`config.mk`:
```
export PLATFORM = sky130hd
export DESIGN_NAME = multicycleControl
export DESIGN_NICKNAME = d
export VERILOG_FILES = /design/src/design/controlPkg.sv /design/src/design/aluDecoder.sv /design/src/design/controlFsm.sv /design/src/design/immDecoder.sv /design/src/design/multicycleControl.sv
export SDC_FILE = /design/constraint.sdc
export NUM_CORES = 1
export LEC_CHECK = 0
export BUFFER_PORTS_ARGS = -buffer_cell sky130_fd_sc_hd__buf_2
export CORE_MARGIN = 5
export CORE_UTILIZATION = 40
export DETAILED_ROUTE_END_ITERATION = 8
export PLACE_DENSITY = 0.71
export SKIP_CTS_REPAIR_TIMING = 1
export SYNTH_ARGS = -nofsm -noshare
export SYNTH_HDL_FRONTEND = slang
export SYNTH_SLANG_ARGS = --single-unit
```
`constraint.sdc`:
```
create_clock -name clk -period 2.2 [get_ports clk]
set_clock_uncertainty 0.05 [all_clocks]
set_input_delay 0.22 -clock clk [delete_from_list [all_inputs] [get_ports clk]]
set_output_delay 0.22 -clock clk [all_outputs]
set_load 0.005 [all_outputs]
```
`src/design/controlPkg.sv`:
```
// shared definitions for the multicycle RV32 control unit
// field types, opcodes, mux select codes and state encodings
`default_nettype none

package controlPkg;

    // instruction fields
    typedef logic [6:0] opcode_t;
    typedef logic [2:0] funct3_t;

    // ALU control code and immediate format select
    typedef logic [2:0] aluCtrl_t;
    typedef logic [2:0] immSrc_t;

    // datapath mux select, shared by srcA, srcB and result muxes
    typedef logic [1:0] srcSel_t;

    // ALU operation class handed from the FSM to the ALU decoder
    typedef enum logic [1:0] {
        aluAdd,
        aluSub,
        aluFunct
    } aluOp_e;

    // one state per step of an instruction
    typedef enum logic [3:0] {
        sFetch,
        sDecode,
        sMemAddr,
        sMemRead,
        sMemWb,
        sMemWrite,
        sExecR,
        sAluWb,
        sExecI,
        sJal,
        sBeq,
        sLui,
        sIllegal
    } ctrlState_e;

    // supported opcodes
    localparam opcode_t opLoad   = 7'b0000011;
    localparam opcode_t opStore  = 7'b0100011;
    localparam opcode_t opRType  = 7'b0110011;
    localparam opcode_t opIType  = 7'b0010011;
    localparam opcode_t opJal    = 7'b1101111;
    localparam opcode_t opBranch = 7'b1100011;
    localparam opcode_t opLui    = 7'b0110111;
    localparam opcode_t opNop    = 7'b0000000;

    // ALU operand A mux
    localparam srcSel_t srcAPc    = 2'b00;
    localparam srcSel_t srcAOldPc = 2'b01;
    localparam srcSel_t srcAReg   = 2'b10;
    localparam srcSel_t srcAZero  = 2'b11;

    // ALU operand B mux
    localparam srcSel_t srcBReg  = 2'b00;
    localparam srcSel_t srcBImm  = 2'b01;
    localparam srcSel_t srcBFour = 2'b10;

    // result bus mux
    localparam srcSel_t resAluOut    = 2'b00;
    localparam srcSel_t resData      = 2'b01;
    localparam srcSel_t resAluDirect = 2'b10;

    // ALU control codes
    localparam aluCtrl_t aluCtrlAdd = 3'b000;
    localparam aluCtrl_t aluCtrlSub = 3'b001;
    localparam aluCtrl_t aluCtrlAnd = 3'b010;
    localparam aluCtrl_t aluCtrlOr  = 3'b011;
    localparam aluCtrl_t aluCtrlXor = 3'b100;
    localparam aluCtrl_t aluCtrlSlt = 3'b101;

    // immediate formats
    localparam immSrc_t immI = 3'b000;
    localparam immSrc_t immS = 3'b001;
    localparam immSrc_t immB = 3'b010;
    localparam immSrc_t immJ = 3'b011;
    localparam immSrc_t immU = 3'b100;

endpackage

`default_nettype wire

```
`src/design/aluDecoder.sv`:
```
// ALU decoder
// maps the operation class and funct fields to the ALU control code
`timescale 1ns/1ps
`default_nettype none

module aluDecoder
    import controlPkg::*;
(
    input  wire aluOp_e     i_aluOp,
    input  wire opcode_t    i_op,
    input  wire funct3_t    i_funct3,
    input  wire logic       i_funct7b5,
    output aluCtrl_t        o_aluControl
);

    // sub only for R-type with funct7 bit 5 set, addi never subtracts
    logic isRSub;

    assign isRSub = i_op[5] & i_funct7b5;

    always_comb
    begin
        case (i_aluOp)
            aluAdd:
            begin
                o_aluControl = aluCtrlAdd;
            end
            aluSub:
            begin
                o_aluControl = aluCtrlSub;
            end
            aluFunct:
            begin
                // funct3 picks the operation
                case (i_funct3)
                    3'b000:  o_aluControl = isRSub ? aluCtrlSub : aluCtrlAdd;
                    3'b010:  o_aluControl = aluCtrlSlt;
                    3'b100:  o_aluControl = aluCtrlXor;
                    3'b110:  o_aluControl = aluCtrlOr;
                    3'b111:  o_aluControl = aluCtrlAnd;
                    default: o_aluControl = aluCtrlAdd;
                endcase
            end
            default:
            begin
                o_aluControl = aluCtrlAdd;
            end
        endcase
    end

endmodule

`default_nettype wire

```
`src/design/controlFsm.sv`:
```
// multicycle control state machine
// steps each instruction through fetch, decode and execute states
// and decodes the datapath selects and enables from the current state
`timescale 1ns/1ps
`default_nettype none

module controlFsm
    import controlPkg::*;
(
    input  wire logic       clk,
    input  wire logic       resetn,
    input  wire opcode_t    i_op,
    input  wire logic       i_zero,
    output logic            o_pcWrite,
    output logic            o_adrSrc,
    output logic            o_memWrite,
    output logic            o_irWrite,
    output logic            o_regWrite,
    output logic            o_illegal,
    output srcSel_t         o_resultSrc,
    output srcSel_t         o_aluSrcA,
    output srcSel_t         o_aluSrcB,
    output aluOp_e          o_aluOp
);

    ctrlState_e stateReg;
    ctrlState_e stateNext;

    // state register, reset loads fetch directly
    always_ff @(posedge clk)
    begin
        if (resetn)
        begin
            stateReg <= sFetch;
        end
        else
        begin
            stateReg <= stateNext;
        end
    end

    // next-state logic
    always_comb
    begin
        // stay put unless a rule below moves us
        stateNext = stateReg;
        case (stateReg)
            sFetch:
            begin
                stateNext = sDecode;
            end
            sDecode:
            begin
                // branch on the opcode held in the instruction register
                case (i_op)
                    opLoad, opStore:
                    begin
                        stateNext = sMemAddr;
                    end
                    opRType:
                    begin
                        stateNext = sExecR;
                    end
                    opIType:
                    begin
                        stateNext = sExecI;
                    end
                    opJal:
                    begin
                        stateNext = sJal;
                    end
                    opBranch:
                    begin
                        stateNext = sBeq;
                    end
                    opLui:
                    begin
                        stateNext = sLui;
                    end
                    opNop:
                    begin
                        stateNext = sFetch;
                    end
                    default:
                    begin
                        stateNext = sIllegal;
                    end
                endcase
            end
            sMemAddr:
            begin
                // only load and store reach here
                stateNext = (i_op == opStore) ? sMemWrite : sMemRead;
            end
            sMemRead:
            begin
                stateNext = sMemWb;
            end
            sExecR, sExecI, sJal, sLui:
            begin
                stateNext = sAluWb;
            end
            sMemWb, sMemWrite, sAluWb, sBeq:
            begin
                stateNext = sFetch;
            end
            sIllegal:
            begin
                // sticky until reset
                stateNext = sIllegal;
            end
            default:
            begin
                stateNext = sIllegal;
            end
        endcase
    end

    // Moore output decode
    always_comb
    begin
        o_pcWrite   = 1'b0;
        o_adrSrc    = 1'b0;
        o_memWrite  = 1'b0;
        o_irWrite   = 1'b0;
        o_regWrite  = 1'b0;
        o_illegal   = 1'b0;
        o_resultSrc = resAluOut;
        o_aluSrcA   = srcAPc;
        o_aluSrcB   = srcBReg;
        o_aluOp     = aluAdd;
        case (stateReg)
            sFetch:
            begin
                // latch instruction, pc + 4 straight onto the result bus
                o_irWrite   = 1'b1;
                o_pcWrite   = 1'b1;
                o_aluSrcA   = srcAPc;
                o_aluSrcB   = srcBFour;
                o_resultSrc = resAluDirect;
            end
            sDecode:
            begin
                // branch and jump target from old pc
                o_aluSrcA = srcAOldPc;
                o_aluSrcB = srcBImm;
            end
            sMemAddr:
            begin
                // rs1 + offset
                o_aluSrcA = srcAReg;
                o_aluSrcB = srcBImm;
            end
            sMemRead:
            begin
                o_adrSrc    = 1'b1;
                o_resultSrc = resAluOut;
            end
            sMemWb:
            begin
                o_resultSrc = resData;
                o_regWrite  = 1'b1;
            end
            sMemWrite:
            begin
                o_adrSrc   = 1'b1;
                o_memWrite = 1'b1;
            end
            sExecR:
            begin
                o_aluSrcA = srcAReg;
                o_aluSrcB = srcBReg;
                o_aluOp   = aluFunct;
            end
            sExecI:
            begin
                o_aluSrcA = srcAReg;
                o_aluSrcB = srcBImm;
                o_aluOp   = aluFunct;
            end
            sAluWb:
            begin
                // ALUOut register onto rd
                o_regWrite = 1'b1;
            end
            sJal:
            begin
                // jump target from decode goes to pc, link value is old pc + 4
                o_pcWrite = 1'b1;
                o_aluSrcA = srcAOldPc;
                o_aluSrcB = srcBFour;
            end
            sBeq:
            begin
                // compare by subtraction, take branch on zero
                o_aluSrcA = srcAReg;
                o_aluSrcB = srcBReg;
                o_aluOp   = aluSub;
                o_pcWrite = i_zero;
            end
            sLui:
            begin
                // zero + upper immediate
                o_aluSrcA = srcAZero;
                o_aluSrcB = srcBImm;
            end
            sIllegal:
            begin
                o_illegal = 1'b1;
            end
            default:
            begin
                o_illegal = 1'b1;
            end
        endcase
    end

endmodule

`default_nettype wire

```
`src/design/immDecoder.sv`:
```
// immediate format decoder
// selects the immediate extension format from the opcode
`timescale 1ns/1ps
`default_nettype none

module immDecoder
    import controlPkg::*;
(
    input  wire opcode_t    i_op,
    output immSrc_t         o_immSrc
);

    always_comb
    begin
        case (i_op)
            opStore:  o_immSrc = immS;
            opBranch: o_immSrc = immB;
            opJal:    o_immSrc = immJ;
            opLui:    o_immSrc = immU;
            // loads, I-type and everything else
            default:  o_immSrc = immI;
        endcase
    end

endmodule

`default_nettype wire

```
`src/design/multicycleControl.sv`:
```
// multicycle RV32 control unit top level
// connects the control FSM with the ALU and immediate decoders
`timescale 1ns/1ps
`default_nettype none

module multicycleControl
    import controlPkg::*;
(
    input  wire logic       clk,
    input  wire logic       resetn,
    // fields from the instruction register
    input  wire opcode_t    i_op,
    input  wire funct3_t    i_funct3,
    input  wire logic       i_funct7b5,
    // ALU zero flag
    input  wire logic       i_zero,
    // datapath enables
    output logic            o_pcWrite,
    output logic            o_adrSrc,
    output logic            o_memWrite,
    output logic            o_irWrite,
    output logic            o_regWrite,
    output logic            o_illegal,
    // datapath selects
    output srcSel_t         o_resultSrc,
    output srcSel_t         o_aluSrcA,
    output srcSel_t         o_aluSrcB,
    output aluCtrl_t        o_aluControl,
    output immSrc_t         o_immSrc
);

    // operation class from FSM to ALU decoder
    aluOp_e aluOp;

    controlFsm i_controlFsm (
        .clk         (clk),
        .resetn      (resetn),
        .i_op        (i_op),
        .i_zero      (i_zero),
        .o_pcWrite   (o_pcWrite),
        .o_adrSrc    (o_adrSrc),
        .o_memWrite  (o_memWrite),
        .o_irWrite   (o_irWrite),
        .o_regWrite  (o_regWrite),
        .o_illegal   (o_illegal),
        .o_resultSrc (o_resultSrc),
        .o_aluSrcA   (o_aluSrcA),
        .o_aluSrcB   (o_aluSrcB),
        .o_aluOp     (aluOp)
    );

    // decoders look only at instruction fields
    aluDecoder i_aluDecoder (
        .i_aluOp      (aluOp),
        .i_op         (i_op),
        .i_funct3     (i_funct3),
        .i_funct7b5   (i_funct7b5),
        .o_aluControl (o_aluControl)
    );

    immDecoder i_immDecoder (
        .i_op     (i_op),
        .o_immSrc (o_immSrc)
    );

endmodule

`default_nettype wire

```
* Yosys cells after proc, flatten, opt, wreduce, memory -nomap -nowiden
Cells that the tools add are included.
Word-level totals: register bits after elaboration 4, input port bits 14, output and inout port bits 18, word-level logic and storage cells 57
Operators by class: equality and inequality tests 24, mux-type cells 17, bitwise logic cells 1, reductions and logical operators 14
Operators with widths (number):
- case mux 4 bit (7 select lines) | 1
- case mux 4 bit (6 select lines) | 1
- equality test 7 x 6 -> 1 bit, second input constant | 3
- equality test 4 x 3 -> 1 bit, second input constant | 4
- equality test 4 bit, second input constant | 4
- OR reduction 4 bit | 4
- case mux 3 bit (5 select lines) | 1
- equality test 7 bit, second input constant | 2
- case mux 2 bit (2 select lines) | 3
- case mux 3 bit (4 select lines) | 1
- OR reduction 12 bit | 1
- OR reduction 2 bit | 6
- equality test 3 bit, second input constant | 3
- equality test 4 x 2 -> 1 bit, second input constant | 2
- equality test 7 x 2 -> 1 bit, second input constant | 1
- equality test 7 x 5 -> 1 bit, second input constant | 1
- logical NOT 7 bit | 1
- 2-to-1 mux 1 bit | 6
- case mux 2 bit (3 select lines) | 1
- case mux 3 bit (2 select lines) | 1
- equality test 4 x 1 -> 1 bit, second input constant | 1
- logical NOT 4 bit | 1
- equality test 3 x 2 -> 1 bit, second input constant | 1
- logical NOT 3 bit | 1
- other kinds (5) | 5

* Depth between registers and ports, before layout
word-level depth 5, mapped depth 8, mapped depth without buffers 7

* Hierarchy
Synthesis repeated with hierarchy kept, for this count alone.
Second synthesis, totals: cells, all modules 92, area total of the unflattened synthesis 665.6 um^2
Modules (own cells, without submodules):
- controlFsm | instances 1, cells an instance 72, area each 505.5 um^2, sequential area each 80.1 um^2
- aluDecoder | instances 1, cells an instance 12, area each 98.8 um^2, sequential area each 0.0 um^2
- immDecoder | instances 1, cells an instance 8, area each 61.3 um^2, sequential area each 0.0 um^2

* Worst setup path before layout
No wires, ideal clock.
path type register to output, start reg i_controlFsm.stateReg[2], end out o_aluControl[1], arrival time 1493 ps, data required time 1930 ps, path slack 437 ps, cell stages (with the launch flop) 7, path buffers 1, cell sequence dfxtp_1 > clkbuf_2 > or3b_1 > a21o_1 > inv_1 > ha_1 > and4b_1
On the way: word-level cells in the longest chain between the ends 5, elaborated cells between the ends (all ways) 8, classes of those cells eq/ne (5); mux (2); reduce/logical (1)
Ends and longest elaborated chain:
- start: declaration | line controlFsm.sv:26 | ctrlState_e stateReg;
- start signal: assignment | line controlFsm.sv:34 | stateReg <= sFetch;
- start signal: assignment | line controlFsm.sv:38 | stateReg <= stateNext;
- equality test 4 x 3 -> 1 bit or equality test 4 bit (tied branches) | line controlFsm.sv:132 | case (stateReg)
- OR reduction 2 bit (no line)
- case mux 2 bit (2 select lines) (*) | line controlFsm.sv:132
- equality test 2 bit or equality test 2 x 1 -> 1 bit (tied branches) | line aluDecoder.sv:23 | case (i_aluOp)
- case mux 3 bit (2 select lines) (*) | line aluDecoder.sv:23
- end: declaration | line multicycleControl.sv:28 | output aluCtrl_t o_aluControl,
Mark *: on every way between the ends. The rest lies on a longest branch, timed or not.

* Final worst setup path
start reg i_controlFsm.stateReg[3], end out o_aluControl[1]
The elaborated chain is that of the path after synthesis.

==> impl_summary.txt <==
----------------------------------------------------
[Clocking]
  Buffers from clock root to sink, at most ... 2
  Clock latency at the later pin of the worst-skew pair ... 0.23 ns
  TritonCTS clock tree ... done
  Clock-pin transition on the worst setup and hold timing paths ... 0.03 ns
  Sinks on Clock Net ... 4
  TritonCTS Buffers ... 3
  H-tree depth reported by CTS ... 1
  Cell at the root of the clock tree ... clkbuf_4

[Setup path]
  Critical R2R Launch ... i_controlFsm.stateReg[0]
  Maximum fanout encountered on the critical timing path ... 12
  Slowest Stage Delay on Critical Path ... 0.30 ns
  Flop-to-flop setup slack ... 0.76 ns
  Cell depth of the worst setup path ... 8
  Launch point of the critical path ... i_controlFsm.stateReg[3]
  Required arrival time at the worst endpoint ... 1.93 ns
  Worst path cell trace ... buf_4 -> nor2b_1 -> nand2_1 -> a21o_1 -> inv_1 -> ha_1 -> and4b_1 -> buf_2
  Data arrival time of the worst path ... 1.78 ns
  Startpoint kind of the worst setup timing path ... register
  Category of the most critical setup path ... register to output port
  Cell type group with the largest total delay on the critical path ... simple AND/OR/NAND/NOR gates
  Slowest cell on the critical path ... dfxtp_1
  Critical register-to-register path endpoint ... i_controlFsm.stateReg[1]
  Endpoint class of the critical path ... output port
  Crit path buf inv count ... 3
  FF-to-FF path depth ... 4
  Endpoint of the most critical setup path ... o_aluControl[1]

[Layout]
  Top flop regs ... i_controlFsm.stateReg: 4 flops
  Antenna diode count ... 0
  Final core area utilization ... 54.2%
  Most flops, register ... i_controlFsm.stateReg
  Proportion of layout cells with a drive suffix above 1 ... 34.1%
  Max reg flops ... 4
  Net count reported at finish ... 141
  Area growth from synthesis to layout ... 27.2%

[Timing]
  Setup TNS Final ... 0 ns
  Minimum clock period after layout ... 2.05 ns
  Tcrit/Tclk final ... 93.1%
  Max Slew Vio Count ... 0
  Slew headroom ... 73.7%
  Max Freq ... 488 MHz
  Count of endpoints failing hold in the final timing report ... 0
  Final count of negative-setup-slack endpoints ... 0
  Slew at the pin closest to its max-slew limit ... 0.394 ns
  Setup repair after global routing missed its margin ... false
  Worst Hold Margin ... 0.161 ns

[Detailed routing]
  Number of remaining DRC errors ... 0
  Routed vias/inst ... 5.50
  Detail-routed net length per standard cell ... 11.6 um
  Routed via count ... 764
  Detailed router's first-iteration violation count ... 12
  Drt first pass iters ... 4
  Routed WL ... 1620 um
  Antenna viol nets, final ... 0

[Synthesis]
  Cell count after synthesis ... 92
  Number of different library cells in the post-synthesis netlist ... 42
  Post-Synthesis Mean Instance Area ... 7.06 um2
  Dominant cell type by area after synthesis ... dfxtp_1
  Cell types with the highest counts after synthesis ... nand2_1 (8), inv_1 (7), nor2_1 (7), a21oi_1 (5)
  #FFs+latches synth ... 4
  Dominant cell by count in the synthesized netlist ... nand2_1
  Sequential fraction of the synthesis area ... 12.3%
  Flip-flop cell with the highest count after synthesis ... dfxtp_1
  Yosys warns ... 0
  Top post-synthesis cells by area ... dfxtp_1 (12%), nand2_1 (4.6%), inv_1 (4.0%), nor2_1 (4.0%), xor2_1 (4.0%)
  Proportion of netlist area held by the largest area contributor ... 12.3%
  Total standard cell area after synthesis ... 649 um2
  Count of flip-flops with a built-in enable after synthesis ... 0
  Asr flop ratio synth ... 0%
  Nets in the synthesized netlist ... 108

[Die]
  Top-level port count ... 32
  Vertical extent of the die ... 50.3 um
  Horiz. Die Dim ... 50.3 um
  Area enclosed by the die boundary ... 0.00253 mm2
  Placeable core region ... 0.00152 mm2
  Rows ... 14
  Starting utilization of the core area ... 42.6%

[GRT]
  First-pass GRT wire length ... 2370 um
  Pin count of the biggest net entering global routing ... 14
  Remaining Overflow, GRT ... 0
  Via count of the first global-routing pass ... 631
  Global Route Usage Sum ... 11.8%
  Initial antenna violation count ... 0

[Pwr]
  Leakage dissipation ... 0.416 nW
  Clock share of power ... 11.5%
  Combinational fraction of design power ... 69.5%
  Switching power ... 0.343 mW
  Power density over the cells ... 937 mW/mm2
  Sequential group share of total power ... 19.0%
  Switch share ... 44.4%
  Peak supply drop ... 0.342 mV
  PnR Total Power ... 0.773 mW
  Internal power contribution ... 0.430 mW

[Placed design]
  Gpl congestion ... 0.789
  IO buf count ... 31
  HPWL after DPL ... 1320 um

[Job]
  Max-capacitance violation count ... 0

[Worst hold path]
  Path category of the worst min-delay check ... input port to register

[Run status]
  Run status ... completed

----------------------------------------------------
==> metal layers <==
metal / GRT usage (%) / wire (um)
met1: 13.6 / 677
met5: 0 / 0
met2: 19.0 / 749
met3: 0.592 / 149
met4: 11.1 / 40
==> metrics by stage <==
step                worst slack (ns)  area (um2)  cells
global placement               0.423         803    136
global route                  0.0511         826    139
finish                         0.152         826    139
CTS                            0.134         826    139
floorplan                      0.437         649     92
detailed placement             0.387         803    136
==> area by class of cell <==
cell class | instances | area [um2]
Clock buffer | 3 | 22.5
Fill cell | 155 | 698
Inverter | 7 | 26.3
Tap cell | 16 | 20.0
Sequential cell | 4 | 80.1
Multi-Input combinational cell | 74 | 492
Timing Repair Buffer | 35 | 185
==> worst min path at each step <==
stage                 from                       end  slack [ns]  cells after the start
floorplan           resetn  i_controlFsm.stateReg[0]        0.24                      1
finish              resetn  i_controlFsm.stateReg[0]        0.16                      2
detailed placement  resetn  i_controlFsm.stateReg[0]        0.39                      2
global route        resetn  i_controlFsm.stateReg[0]        0.17                      2
global placement    resetn  i_controlFsm.stateReg[0]        0.40                      2
CTS                 resetn  i_controlFsm.stateReg[0]        0.15                      2
==> cells in the final DEF, fill, tap and decap left out, drive strengths merged, types with 2 or more instances in the layout <==
cell,Yosys,layout
buf,5,35
nand2,8,8
nor2,8,8
inv,7,7
nor3,6,6
a21oi,5,5
dfxtp,4,4
nor2b,3,3
nor3b,3,3
xor2,3,3
a31oi,3,3
clkbuf,2,3
o21ai,2,2
nand4b,2,2
nor4,2,2
nand2b,2,2
or3b,2,2
a21o,2,2
and3,2,2
xnor2,2,2
nand4,2,2
nand3,2,2
ha,2,2
==> logic make-up (layout without fill, tap and decap cells) <==
| logic type | Yosys count | after routing | synth area share [%] |
|---|---|---|---|
| mux | 1 | 1 | 1.54 |
| flops | 4 | 4 | 12.3 |
| xor+xnor | 5 | 5 | 6.74 |
| fa+ha+maj | 3 | 3 | 5.39 |
| buf+inv | 14 | 45 | 11.9 |
| simple gates | 47 | 47 | 43.7 |
| compound gates | 18 | 18 | 18.3 |
==> power groups by stage <==
stage / combinational, mW / clock (mW) / sequential [mW]
2_1_floorplan: 0.407 / 0 / 0.120
3_3_place_gp: 0.534 / 0 / 0.146
3_5_place_dp: 0.542 / 0 / 0.147
4_1_cts: 0.544 / 0.0921 / 0.146
5_1_grt: 0.603 / 0.0927 / 0.152
6_report: 0.538 / 0.0891 / 0.147
(Power assumes the default switching activity.)
